$ cat src/logic/cache_params.svh
`ifndef CACHE_PARAMS_SVH
`define CACHE_PARAMS_SVH

// processor and memory address width, word granular
`define CACHE_ADDR_BITS 32
`define CACHE_WORD_BITS 32

// one block is one four-beat burst
`define CACHE_BLOCK_WORDS 4
`define CACHE_SETS 64

// address bits above index and word offset
`define CACHE_TAG_BITS 24

`endif

$ cat src/logic/cache_types_pkg.sv
`default_nettype none

`include "cache_params.svh"

package cache_types_pkg;

	typedef logic [`CACHE_WORD_BITS-1:0] word_t;
	typedef logic [`CACHE_ADDR_BITS-1:0] addr_t;

	typedef logic [$clog2(`CACHE_SETS)-1:0] index_t;
	typedef logic [$clog2(`CACHE_BLOCK_WORDS)-1:0] offset_t; // word within block
	typedef logic [`CACHE_TAG_BITS-1:0] tag_t;

	// stored per way and per set
	typedef struct packed {
		logic valid;
		logic dirty; // block differs from memory
		tag_t tag;
	} tag_entry_t;

	// word 0 in the low bits
	typedef word_t [`CACHE_BLOCK_WORDS-1:0] block_t;

endpackage

`default_nettype wire

$ cat src/logic/cache_ctrl_pkg.sv
`default_nettype none

`include "cache_params.svh"

package cache_ctrl_pkg;

	typedef enum logic [2:0] {
		IDLE,
		LOOKUP,
		WRITEBACK, // dirty victim goes out
		FILL, // new block comes in
		INSTALL
	} fsm_state_t;

	typedef logic [$clog2(`CACHE_BLOCK_WORDS)-1:0] beat_t;

endpackage

`default_nettype wire

$ cat src/logic/cache_fsm.sv
`default_nettype none

module cache_fsm (
	input logic clk,
	input logic reset,
	input cache_types_pkg::addr_t addr_up,
	input cache_types_pkg::word_t wdata_up,
	input logic read_up,
	input logic write_up,
	output logic stall_up,
	output cache_types_pkg::word_t rdata_up,
	output cache_types_pkg::addr_t addr_mem,
	output logic read_mem,
	output logic write_mem,
	input logic ready_mem,
	input logic burst_done,
	input logic hit,
	input logic hit_way,
	input logic victim_way,
	input logic victim_dirty,
	input cache_types_pkg::tag_t victim_tag,
	input cache_types_pkg::word_t read_word,
	output cache_types_pkg::index_t index,
	output cache_types_pkg::offset_t offset,
	output cache_types_pkg::tag_t req_tag,
	output logic req_write,
	output cache_types_pkg::word_t req_word,
	output logic beat,
	output logic load_evict,
	output logic [1:0] tag_we,
	output logic [1:0] data_we,
	output cache_types_pkg::tag_entry_t install_tag,
	output logic use_fill,
	output logic touch
);

	cache_ctrl_pkg::fsm_state_t state;
	cache_types_pkg::addr_t req_addr;
	cache_types_pkg::word_t wdata_q;
	logic lookup_done;
	logic apply_write;

	assign {req_tag, index, offset} = req_addr;

	assign lookup_done = (state == cache_ctrl_pkg::LOOKUP) && hit;
	assign use_fill = (state == cache_ctrl_pkg::INSTALL);
	assign touch = lookup_done;
	assign load_evict = (state == cache_ctrl_pkg::LOOKUP) && !hit;
	assign beat = (read_mem | write_mem) & ready_mem;

	// otherwise the selected word is merged back onto itself and the block is unchanged
	assign apply_write = req_write && (lookup_done || use_fill);
	assign req_word = apply_write ? wdata_q : read_word;

	assign install_tag = '{valid: 1'b1, dirty: req_write, tag: req_tag};

	always_comb begin
		tag_we = '0;
		data_we = '0;
		if (lookup_done && req_write) begin
			tag_we[hit_way] = 1'b1;
			data_we[hit_way] = 1'b1;
		end else if (use_fill) begin
			tag_we[victim_way] = 1'b1;
			data_we[victim_way] = 1'b1;
		end
	end

	always_ff @(posedge clk) begin
		if ((state == cache_ctrl_pkg::IDLE) && (read_up || write_up)) begin
			req_addr <= addr_up;
			wdata_q <= wdata_up;
		end
	end

	always_ff @(posedge clk or negedge reset) begin
		if (!reset) begin
			state <= cache_ctrl_pkg::IDLE;
			req_write <= 1'b0;
			stall_up <= 1'b0;
			rdata_up <= '0;
			addr_mem <= '0;
			read_mem <= 1'b0;
			write_mem <= 1'b0;
		end else begin
			case (state)
				cache_ctrl_pkg::IDLE: begin
					if (read_up || write_up) begin
						req_write <= write_up;
						stall_up <= 1'b1;
						state <= cache_ctrl_pkg::LOOKUP;
					end
				end
				cache_ctrl_pkg::LOOKUP: begin
					if (hit) begin
						stall_up <= 1'b0;
						if (!req_write)
							rdata_up <= read_word;
						state <= cache_ctrl_pkg::IDLE;
					end else if (victim_dirty) begin
						write_mem <= 1'b1;
						addr_mem <= {victim_tag, index, cache_types_pkg::offset_t'(0)};
						state <= cache_ctrl_pkg::WRITEBACK;
					end else begin
						read_mem <= 1'b1;
						addr_mem <= {req_tag, index, cache_types_pkg::offset_t'(0)};
						state <= cache_ctrl_pkg::FILL;
					end
				end
				cache_ctrl_pkg::WRITEBACK: begin
					if (burst_done) begin // straight into the fill burst
						write_mem <= 1'b0;
						read_mem <= 1'b1;
						addr_mem <= {req_tag, index, cache_types_pkg::offset_t'(0)};
						state <= cache_ctrl_pkg::FILL;
					end
				end
				cache_ctrl_pkg::FILL: begin
					if (burst_done) begin
						read_mem <= 1'b0;
						state <= cache_ctrl_pkg::INSTALL;
					end
				end
				cache_ctrl_pkg::INSTALL: state <= cache_ctrl_pkg::LOOKUP; // lookup again, now a hit
				default: state <= cache_ctrl_pkg::IDLE;
			endcase
		end
	end

endmodule

`default_nettype wire

$ cat config.mk
export PLATFORM = sky130hd
export DESIGN_NAME = cache_fsm
export DESIGN_NICKNAME = d
export VERILOG_FILES = /design/src/logic/cache_types_pkg.sv /design/src/logic/cache_ctrl_pkg.sv /design/src/logic/cache_fsm.sv
export VERILOG_INCLUDE_DIRS = /design/src /design/src/logic
export SDC_FILE = /design/constraint.sdc
export NUM_CORES = 1
export LEC_CHECK = 0
export ABC_AREA = 1
export BUFFER_PORTS_ARGS = -buffer_cell sky130_fd_sc_hd__buf_2
export CELL_PAD_IN_SITES_DETAIL_PLACEMENT = 0
export CELL_PAD_IN_SITES_GLOBAL_PLACEMENT = 2
export CORE_UTILIZATION = 24
export CTS_BUF_LIST = sky130_fd_sc_hd__clkbuf_8
export DETAILED_ROUTE_END_ITERATION = 8
export GPL_ROUTABILITY_DRIVEN = 0
export PLACE_DENSITY = 0.83
export SLEW_MARGIN = 20
export SYNTH_ARGS = -nofsm -noshare
export SYNTH_HDL_FRONTEND = slang
export SYNTH_SLANG_ARGS = --single-unit
$ cat constraint.sdc
create_clock -name clk -period 2.8 [get_ports clk]
set_clock_uncertainty 0.05 [all_clocks]
set_input_delay 0.42 -clock clk [delete_from_list [all_inputs] [get_ports clk]]
set_output_delay 0.42 -clock clk [all_outputs]
set_load 0.05 [all_outputs]
==> metrics.md, run 1 <==
| Metric | Value |
|---|---|
| CP delay by family, top | buffers and inverters |
| Core Box Area | 25100 um2 |
| Die footprint | 26100 um2 |
| DR vias | 5394 |
| Drt wl/cell | 14.7 um |
| Leak | 4.36 nW |
| Tot GR Track Use | 14.9% |
| Switching power | 5.96 mW |
| Slowest CP cell | dfrtp_1 |
| PortBufs | 292 |
| Placed Area | 7660 um2 |
| Fin area | 8120 um2 |
| Area leader, netlist | edfxtp_1 |
| DRC viols | 0 |
| Deepest clock path buffer count | 2 |
| Area contributors post-synth | edfxtp_1 (31%), dfrtp_1 (28%), nand2_1 (22%), nand3_1 (7.6%), buf_4 (4.3%) |
| First-pass GRT wire length | 29800 um |
| Post-route ant nets | 0 |
| Fmax | 390 MHz |
| Switch share | 54.5% |
| Worst Hold Depth | 1 |
| Global route overflow | 0 |
| Fin crit period | 2.56 ns |
| Pwr/cell area | 1350 nW/um2 |
| Cells after DPL | 1265 |
| Pins Over Slew Limit | 0 |
| Num CTS Buffers | 17 |
| Reg power frac | 30.1% |
| CP Cell Sequence | inv_2 > nand2_1 > nor2_4 > nand3_2 > buf_6 > o21ai_1 > clkbuf_4 |
| Max stage delay on crit path | 0.43 ns |
| Comb power frac | 54.7% |
| Setup violations, final | 0 |
| CTS tree | done |
| Hold wc startpoint | addr_up[12] |
| Clock sinks | 133 |
| Share of cells above drive strength 1 | 35.7% |
| Status | complete, no violations |
| I/O pins | 296 |
| Slew headroom | 42.9% |
| Most common cell after layout, fill and taps aside | nand2_1 |
| Final Hold Vio Count | 0 |
| Largest net degree at the start of global routing | 70 |
| Clock share of power | 15.2% |
| Clock Latency Late Sink | 0.43 ns |
| Max cap viols | 0 |
| Pre-CTS setup slack | 0.530 ns |
| Yosys top cell area share | 31.4% |
| Hold Slack | 0.108 ns |
| Total power | 10.9 mW |
| CP max FO | 33 |
| Non-Filler Instances | 1301 |
| Arrival time at the worst endpoint | 2.09 ns |
| Cells after Synth | 697 |
| Average instance area after synthesis | 8.77 um2 |
| # Post-CTS Setup Buffers | 0 |
| Number of warnings issued by yosys | 0 |
| DR vias/cell | 4.15 |
| Total Wirelength | 19200 um |
| Power Internal | 4.98 mW |
| Commonest non-fill, non-tap cells in the layout | nand2_1 (366), buf_2 (289), nand3_1 (93) |
| Chip Height | 162 um |
| Initial DRC count | 250 |
| Setup_tns | 0 ns |
| Share of the yosys chip area belonging to registers | 59.7% |
| CTS H-tree lvls | 4 |
| CP Capture Type | output port |
| Setup ws final | 0.237 ns |
| Period utilisation layout | 91.6% |
| VDD IR max | 0.000440 V |
| P&R area growth vs syn | 32.9% |
| Root buf cell | clkbuf_8 |
| Die Wd | 162 um |
| Crit path depth | 7 |
| Worst min-delay path class | in -> reg |
| Crit path required time | 2.33 ns |
| Critical path origin | state[2]$_DFFE_PN0P_ |
| FF+latch count, synth | 133 |
| Worst Reg-to-Reg Cells | 8 |
| DP Wirelength | 13500 um |
| Crit Path Class | reg -> out |
| Fin util | 32.4% |
| Initial Utilization | 24.3% |
| Yosys cell types | 22 |
| Reg-to-reg slack, setup | 0.55 ns |
| Crit path buf inv count | 3 |
| DRT Pass-1 Iters | 4 |
| Reg clk slew, reported paths | 0.09 ns |
| Worst R2R End | addr_mem[8]$_DFFE_PN0P_ |
| Synth Cell Area | 6110 um2 |
| R2r startpoint | state[2]$_DFFE_PN0P_ |
| Critical Path End | tag_we[1] |
| Crit start category | flip-flop |
| Worst-margin pin slew | 0.856 ns |
| Row count | 58 |
| Number of global-route vias before repair | 5167 |
| Antenna violations before repair | 2 |
| Final nets | 1086 |
==> cells in the mapped netlist <==
master / number
or2_1: 1
buf_6: 2
nand3_1: 93
buf_2: 24
nor2_2: 1
nand2_2: 1
edfxtp_1: 64
nand2_4: 2
buf_1: 1
conb_1: 2
dfrtp_1: 69
nand3_2: 1
o21ai_0: 5
clkbuf_1: 4
inv_2: 4
nor2_1: 6
buf_4: 35
inv_1: 12
nor3_1: 1
nor2_4: 2
o21a_1: 1
nand2_1: 366
==> cell families after synthesis <==
group                  after synthesis  share of synthesized area (%)
buffers and inverters               82                           7.92
AOI/OAI and AO/OA                    6                          0.532
and+or+nand+nor                    474                           31.7
DFF                                133                           59.7
other                                2                          0.123
==> routing by layer <==
metal,track usage (%),wire [um]
met5,0,0
met4,4.97,257
met3,3.47,946
met2,25.2,9730
met1,18.6,8250
==> how the worst min path moves through the flow <==
stage	end	slack, ns
2_1_floorplan	addr_mem[10]$_DFFE_PN0P_	0.07
6_report	req_addr[12]$_DFFE_PP_	0.11
4_1_cts	req_addr[8]$_DFFE_PP_	0.07
3_5_place_dp	addr_mem[19]$_DFFE_PN0P_	0.40
3_3_place_gp	addr_mem[7]$_DFFE_PN0P_	0.40
5_1_grt	req_addr[0]$_DFFE_PP_	0.06
==> area by class of cell <==
cell class | count | area [um2]
fill | 2773 | 17000
sequential | 133 | 3650
multi-input combinational | 483 | 2000
timing repair buffer | 305 | 1600
tap | 330 | 413
clock buffer | 20 | 275
clock inverter | 12 | 126
inverter | 16 | 60.1
antenna | 2 | 5.00
==> power groups by stage <==
| stage | clock network, mW | registers [mW] | logic, mW |
|---|---|---|---|
| after floorplan | 0 | 5.27 | 2.71 |
| after global placement | 0 | 3.33 | 6.02 |
| after detailed placement | 0 | 3.34 | 6.04 |
| after CTS | 1.74 | 3.31 | 6.05 |
| after global routing | 1.81 | 3.40 | 6.43 |
| final | 1.67 | 3.29 | 5.98 |
==> worst reg2reg max path, delay by kind of cell (launching register included) <==
kind | cells | cell delay, ns
simple gates | 6 | 1.01
buf+inv | 2 | 0.66
flops | 1 | 0.43
==> what timing repair did <==
item                                   in CTS  in global routing
setup endpoints to repair                   0                 14
hold buffers                                0                  1
endpoints found under the hold margin       0                 26
gates resized for setup                     0                  5
==> registers in the layout (all words and copies together), names as in the netlist <==
name / count
stall_up: 1
read_mem: 1
wdata_q: 32
state: 3
addr_mem: 30
req_write: 1
req_addr: 32
write_mem: 1
rdata_up: 32
(Power assumes the default switching activity.)
==> inputs of run 2 (changes only) <==
ABC_AREA = 0   (was 1)
CORE_UTILIZATION = 26   (was 24)
PLACE_DENSITY = 0.81   (was 0.83)
==> run 2 against run 1 <==
Against the previous run: clock power increased by 4%; count of clock-buffer cells in the layout grew 1; global-route usage down 1.4 points; fmax fell by 2.4%; critical endpoint is now req_word[13]; highest routed layer is now met5; synthesized area fell by 7.8%; cell area shrank 4.6%; sequential share of layout area is 2.2 points higher; synthesized cell count shrank 47%.
==> metrics.md, run 2 <==
| Metric | Value |
|---|---|
| Status | complete, no violations |
| Total Wirelength | 14800 um |
| Synth Cell Area | 5640 um2 |
| Power Internal | 5.39 mW |
| Antenna violations before repair | 4 |
| Fillers | 2072 |
| CP delay by family, top | flip-flops |
| First-pass GRT wire length | 22400 um |
| CP Cell Sequence | nand2b_4 > o21ai_1 > and3_4 > buf_12 > mux2_2 > buf_2 |
| Reg power frac | 31.0% |
| Clock Latency Late Sink | 0.43 ns |
| Largest net degree at the start of global routing | 70 |
| DRC viols | 0 |
| VDD IR max | 0.000573 V |
| Switch share | 50.2% |
| CTS H-tree lvls | 4 |
| Switching power | 5.43 mW |
| Slowest CP cell | dfrtp_2 |
| XOR/XNOR Fraction of Synth Area | 0% |
| Slew headroom | 38.9% |
| CTS tree | done |
| CP max FO | 16 |
| Clock share of power | 16.1% |
| Fin area | 7750 um2 |
| Final nets | 778 |
| Root buf cell | clkbuf_8 |
| Post-Synth Adder-Cell Area | 0% |
| Main combinational cell family by area after synthesis | multiplexers |
| Crit start category | flip-flop |
| Leak | 3.50 nW |
| Deepest clock path buffer count | 2 |
| Fmax | 381 MHz |
| Die Wd | 149 um |
| Pins Over Slew Limit | 0 |
| Biggest regs | rdata_up (32), req_addr (32), wdata_q (32) |
| Core Box Area | 21200 um2 |
| Initial Utilization | 26.7% |
| PortBufs | 292 |
| Reg clk slew, reported paths | 0.08 ns |
| Tot GR Track Use | 13.4% |
| Setup violations, final | 0 |
| Drt wl/cell | 15.8 um |
| Average instance area after synthesis | 15.4 um2 |
| Placed Area | 7190 um2 |
| Chip Height | 149 um |
| Post-synthesis simple-gate area fraction | 3.93% |
| Arrival time at the worst endpoint | 2.16 ns |
| Proportion of synthesized area in mux cells | 18.2% |
| EDFF count, synth | 64 |
| Setup_tns | 0 ns |
| Post-route ant nets | 0 |
| Max cap viols | 0 |
| DR vias/cell | 4.23 |
| Post-synthesis compound-gate area fraction | 6.08% |
| Final Hold Vio Count | 0 |
| Most numerous cell in the Yosys netlist | dfrtp_1 |
| RSZ-0062 raised after global routing | false |
| FF+latch count, synth | 133 |
| Share of cells above drive strength 1 | 66.7% |
| Crit path depth | 6 |
| Pwr/cell area | 1400 nW/um2 |
| CP Capture Type | output port |
| Post-synth top cells | dfrtp_1 (69), mux2_2 (65), edfxtp_1 (64) |
| Ys flop type | dfrtp_1 |
| Area leader, netlist | edfxtp_1 |
| Row count | 53 |
| Most common cell after layout, fill and taps aside | buf_2 |
| Number of warnings issued by yosys | 0 |
| Crit Path Class | reg -> out |
| Crit path required time | 2.33 ns |
| DRT Pass-1 Iters | 4 |
| Cells after Synth | 367 |
| Yosys cell types | 37 |
| Max stage delay on crit path | 0.47 ns |
| Comb power frac | 52.9% |
| Area contributors post-synth | edfxtp_1 (34%), dfrtp_1 (31%), mux2_2 (13%), mux2i_1 (4.3%), buf_4 (4.1%) |
| Total power | 10.8 mW |
| P&R area growth vs syn | 37.5% |
| Worst min-delay path class | in -> async |
| Worst Reg-to-Reg Cells | 5 |
| Global route overflow | 0 |
| Fraction of registers with async set/reset | 51.9% |
| Yosys top cell area share | 34.1% |
| Clock sinks | 133 |
| Period utilisation layout | 93.8% |
| Number of global-route vias before repair | 4124 |
| Die footprint | 22300 um2 |
| Fin crit period | 2.63 ns |
| DR vias | 3969 |
| Num CTS Buffers | 17 |
| DP Wirelength | 10800 um |
| Worst-margin pin slew | 0.916 ns |
| I/O pins | 296 |
| Share of the yosys chip area belonging to registers | 64.7% |
| Crit path buf inv count | 2 |
| Initial DRC count | 93 |
| Commonest non-fill, non-tap cells in the layout | buf_2 (276), dfrtp_1 (66), mux2_2 (65) |
run 2: worst paths after layout:
kind,startpoint,to,slack (ns)
max in group asynchronous,reset,state[2]$_DFFE_PN0P_,1.99
setup / recovery,state[0]$_DFFE_PN0P_,req_word[13],0.17
hold / removal,reset,addr_mem[30]$_DFFE_PN0P_,0.06
setup reg to reg,state[2]$_DFFE_PN0P_,wdata_q[13]$_DFFE_PP_,0.63
hold reg to reg,rdata_up[23]$_DFFE_PN0P_,rdata_up[23]$_DFFE_PN0P_,0.45
min in group clk,wdata_up[30],wdata_q[30]$_DFFE_PP_,0.10
run 2: repair_timing:
action                                  4_1_cts  5_1_grt
endpoints found under the setup margin       32       31
resized for setup                            19        4
gates cloned                                  1        0
hold buffers                                  0        0
buffers inserted                              2        2
run 2: worst register-to-register path: stages, from the launching register on:
cell and delay [ns]:
dfrtp_2 0.41, buf_4 0.15, buf_4 0.17, nor3_1 0.30
nor2b_4 0.22, buf_4 0.48
run 2: power by group through the flow:
stage	Sequential, mW	Combinational [mW]	Clock (mW)
floorplan	5.41	2.45	0
global placement	3.35	5.62	0
detailed placement	3.40	5.67	0
CTS	3.36	5.76	1.83
global route	3.45	6.00	1.91
finish	3.35	5.73	1.74
run 2: routing by layer:
metal | vias to the layer above | global-route usage, % | routed length [um]
met5 | - | 0 | 13
met3 | 19 | 4.86 | 978
met4 | 2 | 4.95 | 258
met1 | 1931 | 14.7 | 5720
li1 | 1859 | - | -
met2 | 158 | 23.7 | 7830
run 2: area by class of cell:
class | instances | area (um2) | share of cell area [%]
clock inverter | 11 | 148 | 1.90
antenna | 2 | 5.00 | 0.0646
multi-input combinational | 186 | 1650 | 21.3
timing repair buffer | 308 | 1650 | 21.3
inverter | 2 | 7.51 | 0.0968
sequential | 133 | 3650 | 47.1
tap | 275 | 344 | 4.44
clock buffer | 21 | 289 | 3.73
run 2: kinds of logic (layout without fill, tap and decap cells):
family          Yosys count  count (layout)
flops                   133             133
mux                      94              94
buf+inv                  49             342
simple gates             47              47
compound gates           42              42
other cells               2               5
run 2: through the flow:
step	hold WS (ns)	instances	setup slack (ns)	util, %
4_1_cts	0.0501	934	0.0277	36.5
5_1_grt	0.0437	937	0.0305	36.6
6_report	0.0597	938	0.174	36.6
2_1_floorplan	0.0744	368	0.109	-
3_5_place_dp	0.431	899	0.346	34.0
3_3_place_gp	0.422	899	0.421	34.0
==> inputs of run 3 (changes only) <==
--- a/config.mk
+++ b/config.mk
@@ -7,13 +7,13 @@
 export NUM_CORES = 1
 export LEC_CHECK = 0
-export ABC_AREA = 0
+export ABC_AREA = 1
 export BUFFER_PORTS_ARGS = -buffer_cell sky130_fd_sc_hd__buf_2
 export CELL_PAD_IN_SITES_DETAIL_PLACEMENT = 0
 export CELL_PAD_IN_SITES_GLOBAL_PLACEMENT = 2
-export CORE_UTILIZATION = 26
+export CORE_UTILIZATION = 24
 export CTS_BUF_LIST = sky130_fd_sc_hd__clkbuf_8
 export DETAILED_ROUTE_END_ITERATION = 8
 export GPL_ROUTABILITY_DRIVEN = 0
-export PLACE_DENSITY = 0.81
+export PLACE_DENSITY = 0.83
 export SLEW_MARGIN = 20
 export SYNTH_ARGS = -nofsm -noshare
==> constraint.sdc (replaced) <==
create_clock -name clk -period 2.8 [get_ports clk]
set_clock_uncertainty 0.05 [all_clocks]
set_input_delay 0.56 -clock clk [delete_from_list [all_inputs] [get_ports clk]]
set_output_delay 0.56 -clock clk [all_outputs]
set_load 0.05 [all_outputs]
==> run 3 against run 2 <==
Against the previous run: sequential power about the same; core utilization down 3.7 points; non-clock buffer count grew 3; fmax fell by 2.4%; sequential share of layout area fell by 3.0 points; critical path type unchanged; hold slack improved by 0.0027 ns; routed wire length rose by 36%; clock power decreased by 14%; critical path depth increased by 3; largest cell class unchanged; global-route usage up 1.6 points.
==> metrics.md, run 3 (synthesis gave the netlist of run 1 again) <==
| Metric | Value |
|---|---|
| Pins Over Slew Limit | 0 |
| Most common cell after layout, fill and taps aside | nand2_1 |
| Reg power frac | 30.2% |
| Crit Path Class | reg -> out |
| Leak | 4.42 nW |
| Initial Utilization | 24.3% |
| PortBufs | 292 |
| Final Hold Vio Count | 0 |
| Placed Area | 7700 um2 |
| Worst min-delay path class | in -> async |
| DR vias | 5492 |
| Commonest non-fill, non-tap cells in the layout | nand2_1 (366), buf_2 (279), nand3_1 (93) |
| Clock sinks | 133 |
| Global route overflow | 0 |
| Switch share | 55.6% |
| Largest net degree at the start of global routing | 70 |
| Fin crit period | 2.69 ns |
| Pre-CTS setup slack | 0.461 ns |
| Worst R2R End | addr_mem[16]$_DFFE_PN0P_ |
| Die Wd | 162 um |
| Worst-margin pin slew | 0.596 ns |
| Total Wirelength | 20200 um |
| Reg clk slew, reported paths | 0.08 ns |
| Comb power frac | 56.1% |
| Non-Filler Instances | 1310 |
| Total power | 11.0 mW |
| First-pass GRT wire length | 30300 um |
| I/O pins | 296 |
| Die footprint | 26100 um2 |
| Share of cells above drive strength 1 | 36.7% |
| Chip Height | 162 um |
| Number of global-route vias before repair | 5310 |
| DRC viols | 0 |
| Status | complete, no violations |
| Max cap viols | 0 |
| Setup violations, final | 0 |
| R2r startpoint | state[2]$_DFFE_PN0P_ |
| Fillers | 2775 |
| Final nets | 1094 |
| Power Internal | 4.88 mW |
| Slew headroom | 60.2% |
| CTS tree | done |
| VDD IR max | 0.000523 V |
| Biggest regs | rdata_up (32), req_addr (32), wdata_q (32) |
| Drt wl/cell | 15.4 um |
| Clock share of power | 13.6% |
| CTS H-tree lvls | 4 |
| Initial DRC count | 284 |
| Root buf cell | clkbuf_8 |
| Switching power | 6.10 mW |
| DR vias/cell | 4.19 |
| Reg-to-reg slack, setup | 0.62 ns |
| DRT Pass-1 Iters | 4 |
| Num CTS Buffers | 17 |
| Pwr/cell area | 1330 nW/um2 |
| P&R area growth vs syn | 35.2% |
| DP Wirelength | 13500 um |
| Deepest clock path buffer count | 2 |
| Clock Latency Late Sink | 0.43 ns |
| Arrival time at the worst endpoint | 2.08 ns |
| Worst Reg-to-Reg Cells | 8 |
| Tot GR Track Use | 15.1% |
| Crit path required time | 2.19 ns |
| Post-route ant nets | 0 |
| Hold Slack | 0.0624 ns |
| CP max FO | 16 |
| CP Capture Type | output port |
| Fin area | 8270 um2 |
| Row count | 58 |
| Antenna violations before repair | 3 |
| Crit start category | flip-flop |
| Cells after DPL | 1267 |
| Fmax | 371 MHz |
| Setup_tns | 0 ns |
| Setup ws final | 0.108 ns |
| Period utilisation layout | 96.1% |
| Core Box Area | 25100 um2 |
| Fin util | 32.9% |
[run 3: timing repair]
| item | in CTS | in global routing |
|---|---|---|
| cloned | 0 | 3 |
| pin swaps | 0 | 4 |
| endpoints found under the setup margin | 32 | 34 |
| gates resized for setup | 3 | 27 |
| buffers inserted | 0 | 5 |
| hold buffers | 0 | 0 |
[run 3: layer usage]
layer,vias to the layer above,GRT usage [%],share of wire (%)
met3,14,3.47,4.7
met1,2597,18.5,43
met5,-,0,0
met2,146,26.1,51
met4,0,4.63,1.5
li1,2735,-,-
[run 3: how the worst max path moves through the flow]
stage                         start      endpoint  slack [ns]
4_1_cts        state[2]$_DFFE_PN0P_     tag_we[1]        0.02
3_5_place_dp   state[1]$_DFFE_PN0P_  req_word[13]        0.46
6_report       state[2]$_DFFE_PN0P_  req_word[11]        0.11
3_3_place_gp   state[2]$_DFFE_PN0P_    data_we[1]        0.49
5_1_grt        state[2]$_DFFE_PN0P_     tag_we[1]       -0.02
2_1_floorplan                   hit     tag_we[0]       -0.18
[run 3: power by group through the flow]
stage,clock network (mW),logic (mW),registers (mW)
2_1_floorplan,0,2.71,5.27
3_3_place_gp,0,6.06,3.33
3_5_place_dp,0,6.08,3.35
4_1_cts,1.58,6.09,3.32
5_1_grt,1.64,6.61,3.43
6_report,1.50,6.16,3.32
[run 3: layout make-up]
cell class / instances / area [um2] / share of cell area (%)
tap: 330 / 413 / 4.99
clock inverter: 14 / 101 / 1.23
clock buffer: 18 / 248 / 3.00
multi-input combinational: 485 / 2070 / 25.0
sequential: 133 / 3650 / 44.1
inverter: 16 / 60.1 / 0.726
antenna: 3 / 7.51 / 0.0908
timing repair buffer: 311 / 1720 / 20.8
[run 3: critical path, stage by stage, from the launching register on]
cell and delay (ns):
dfrtp_1 0.44, inv_2 0.10, nand2_1 0.11, nor2_4 0.19, nand3_4 0.09, buf_12 0.17, nand2_8 0.15, nand2_1 0.07
nand2_1 0.05, buf_2 0.27
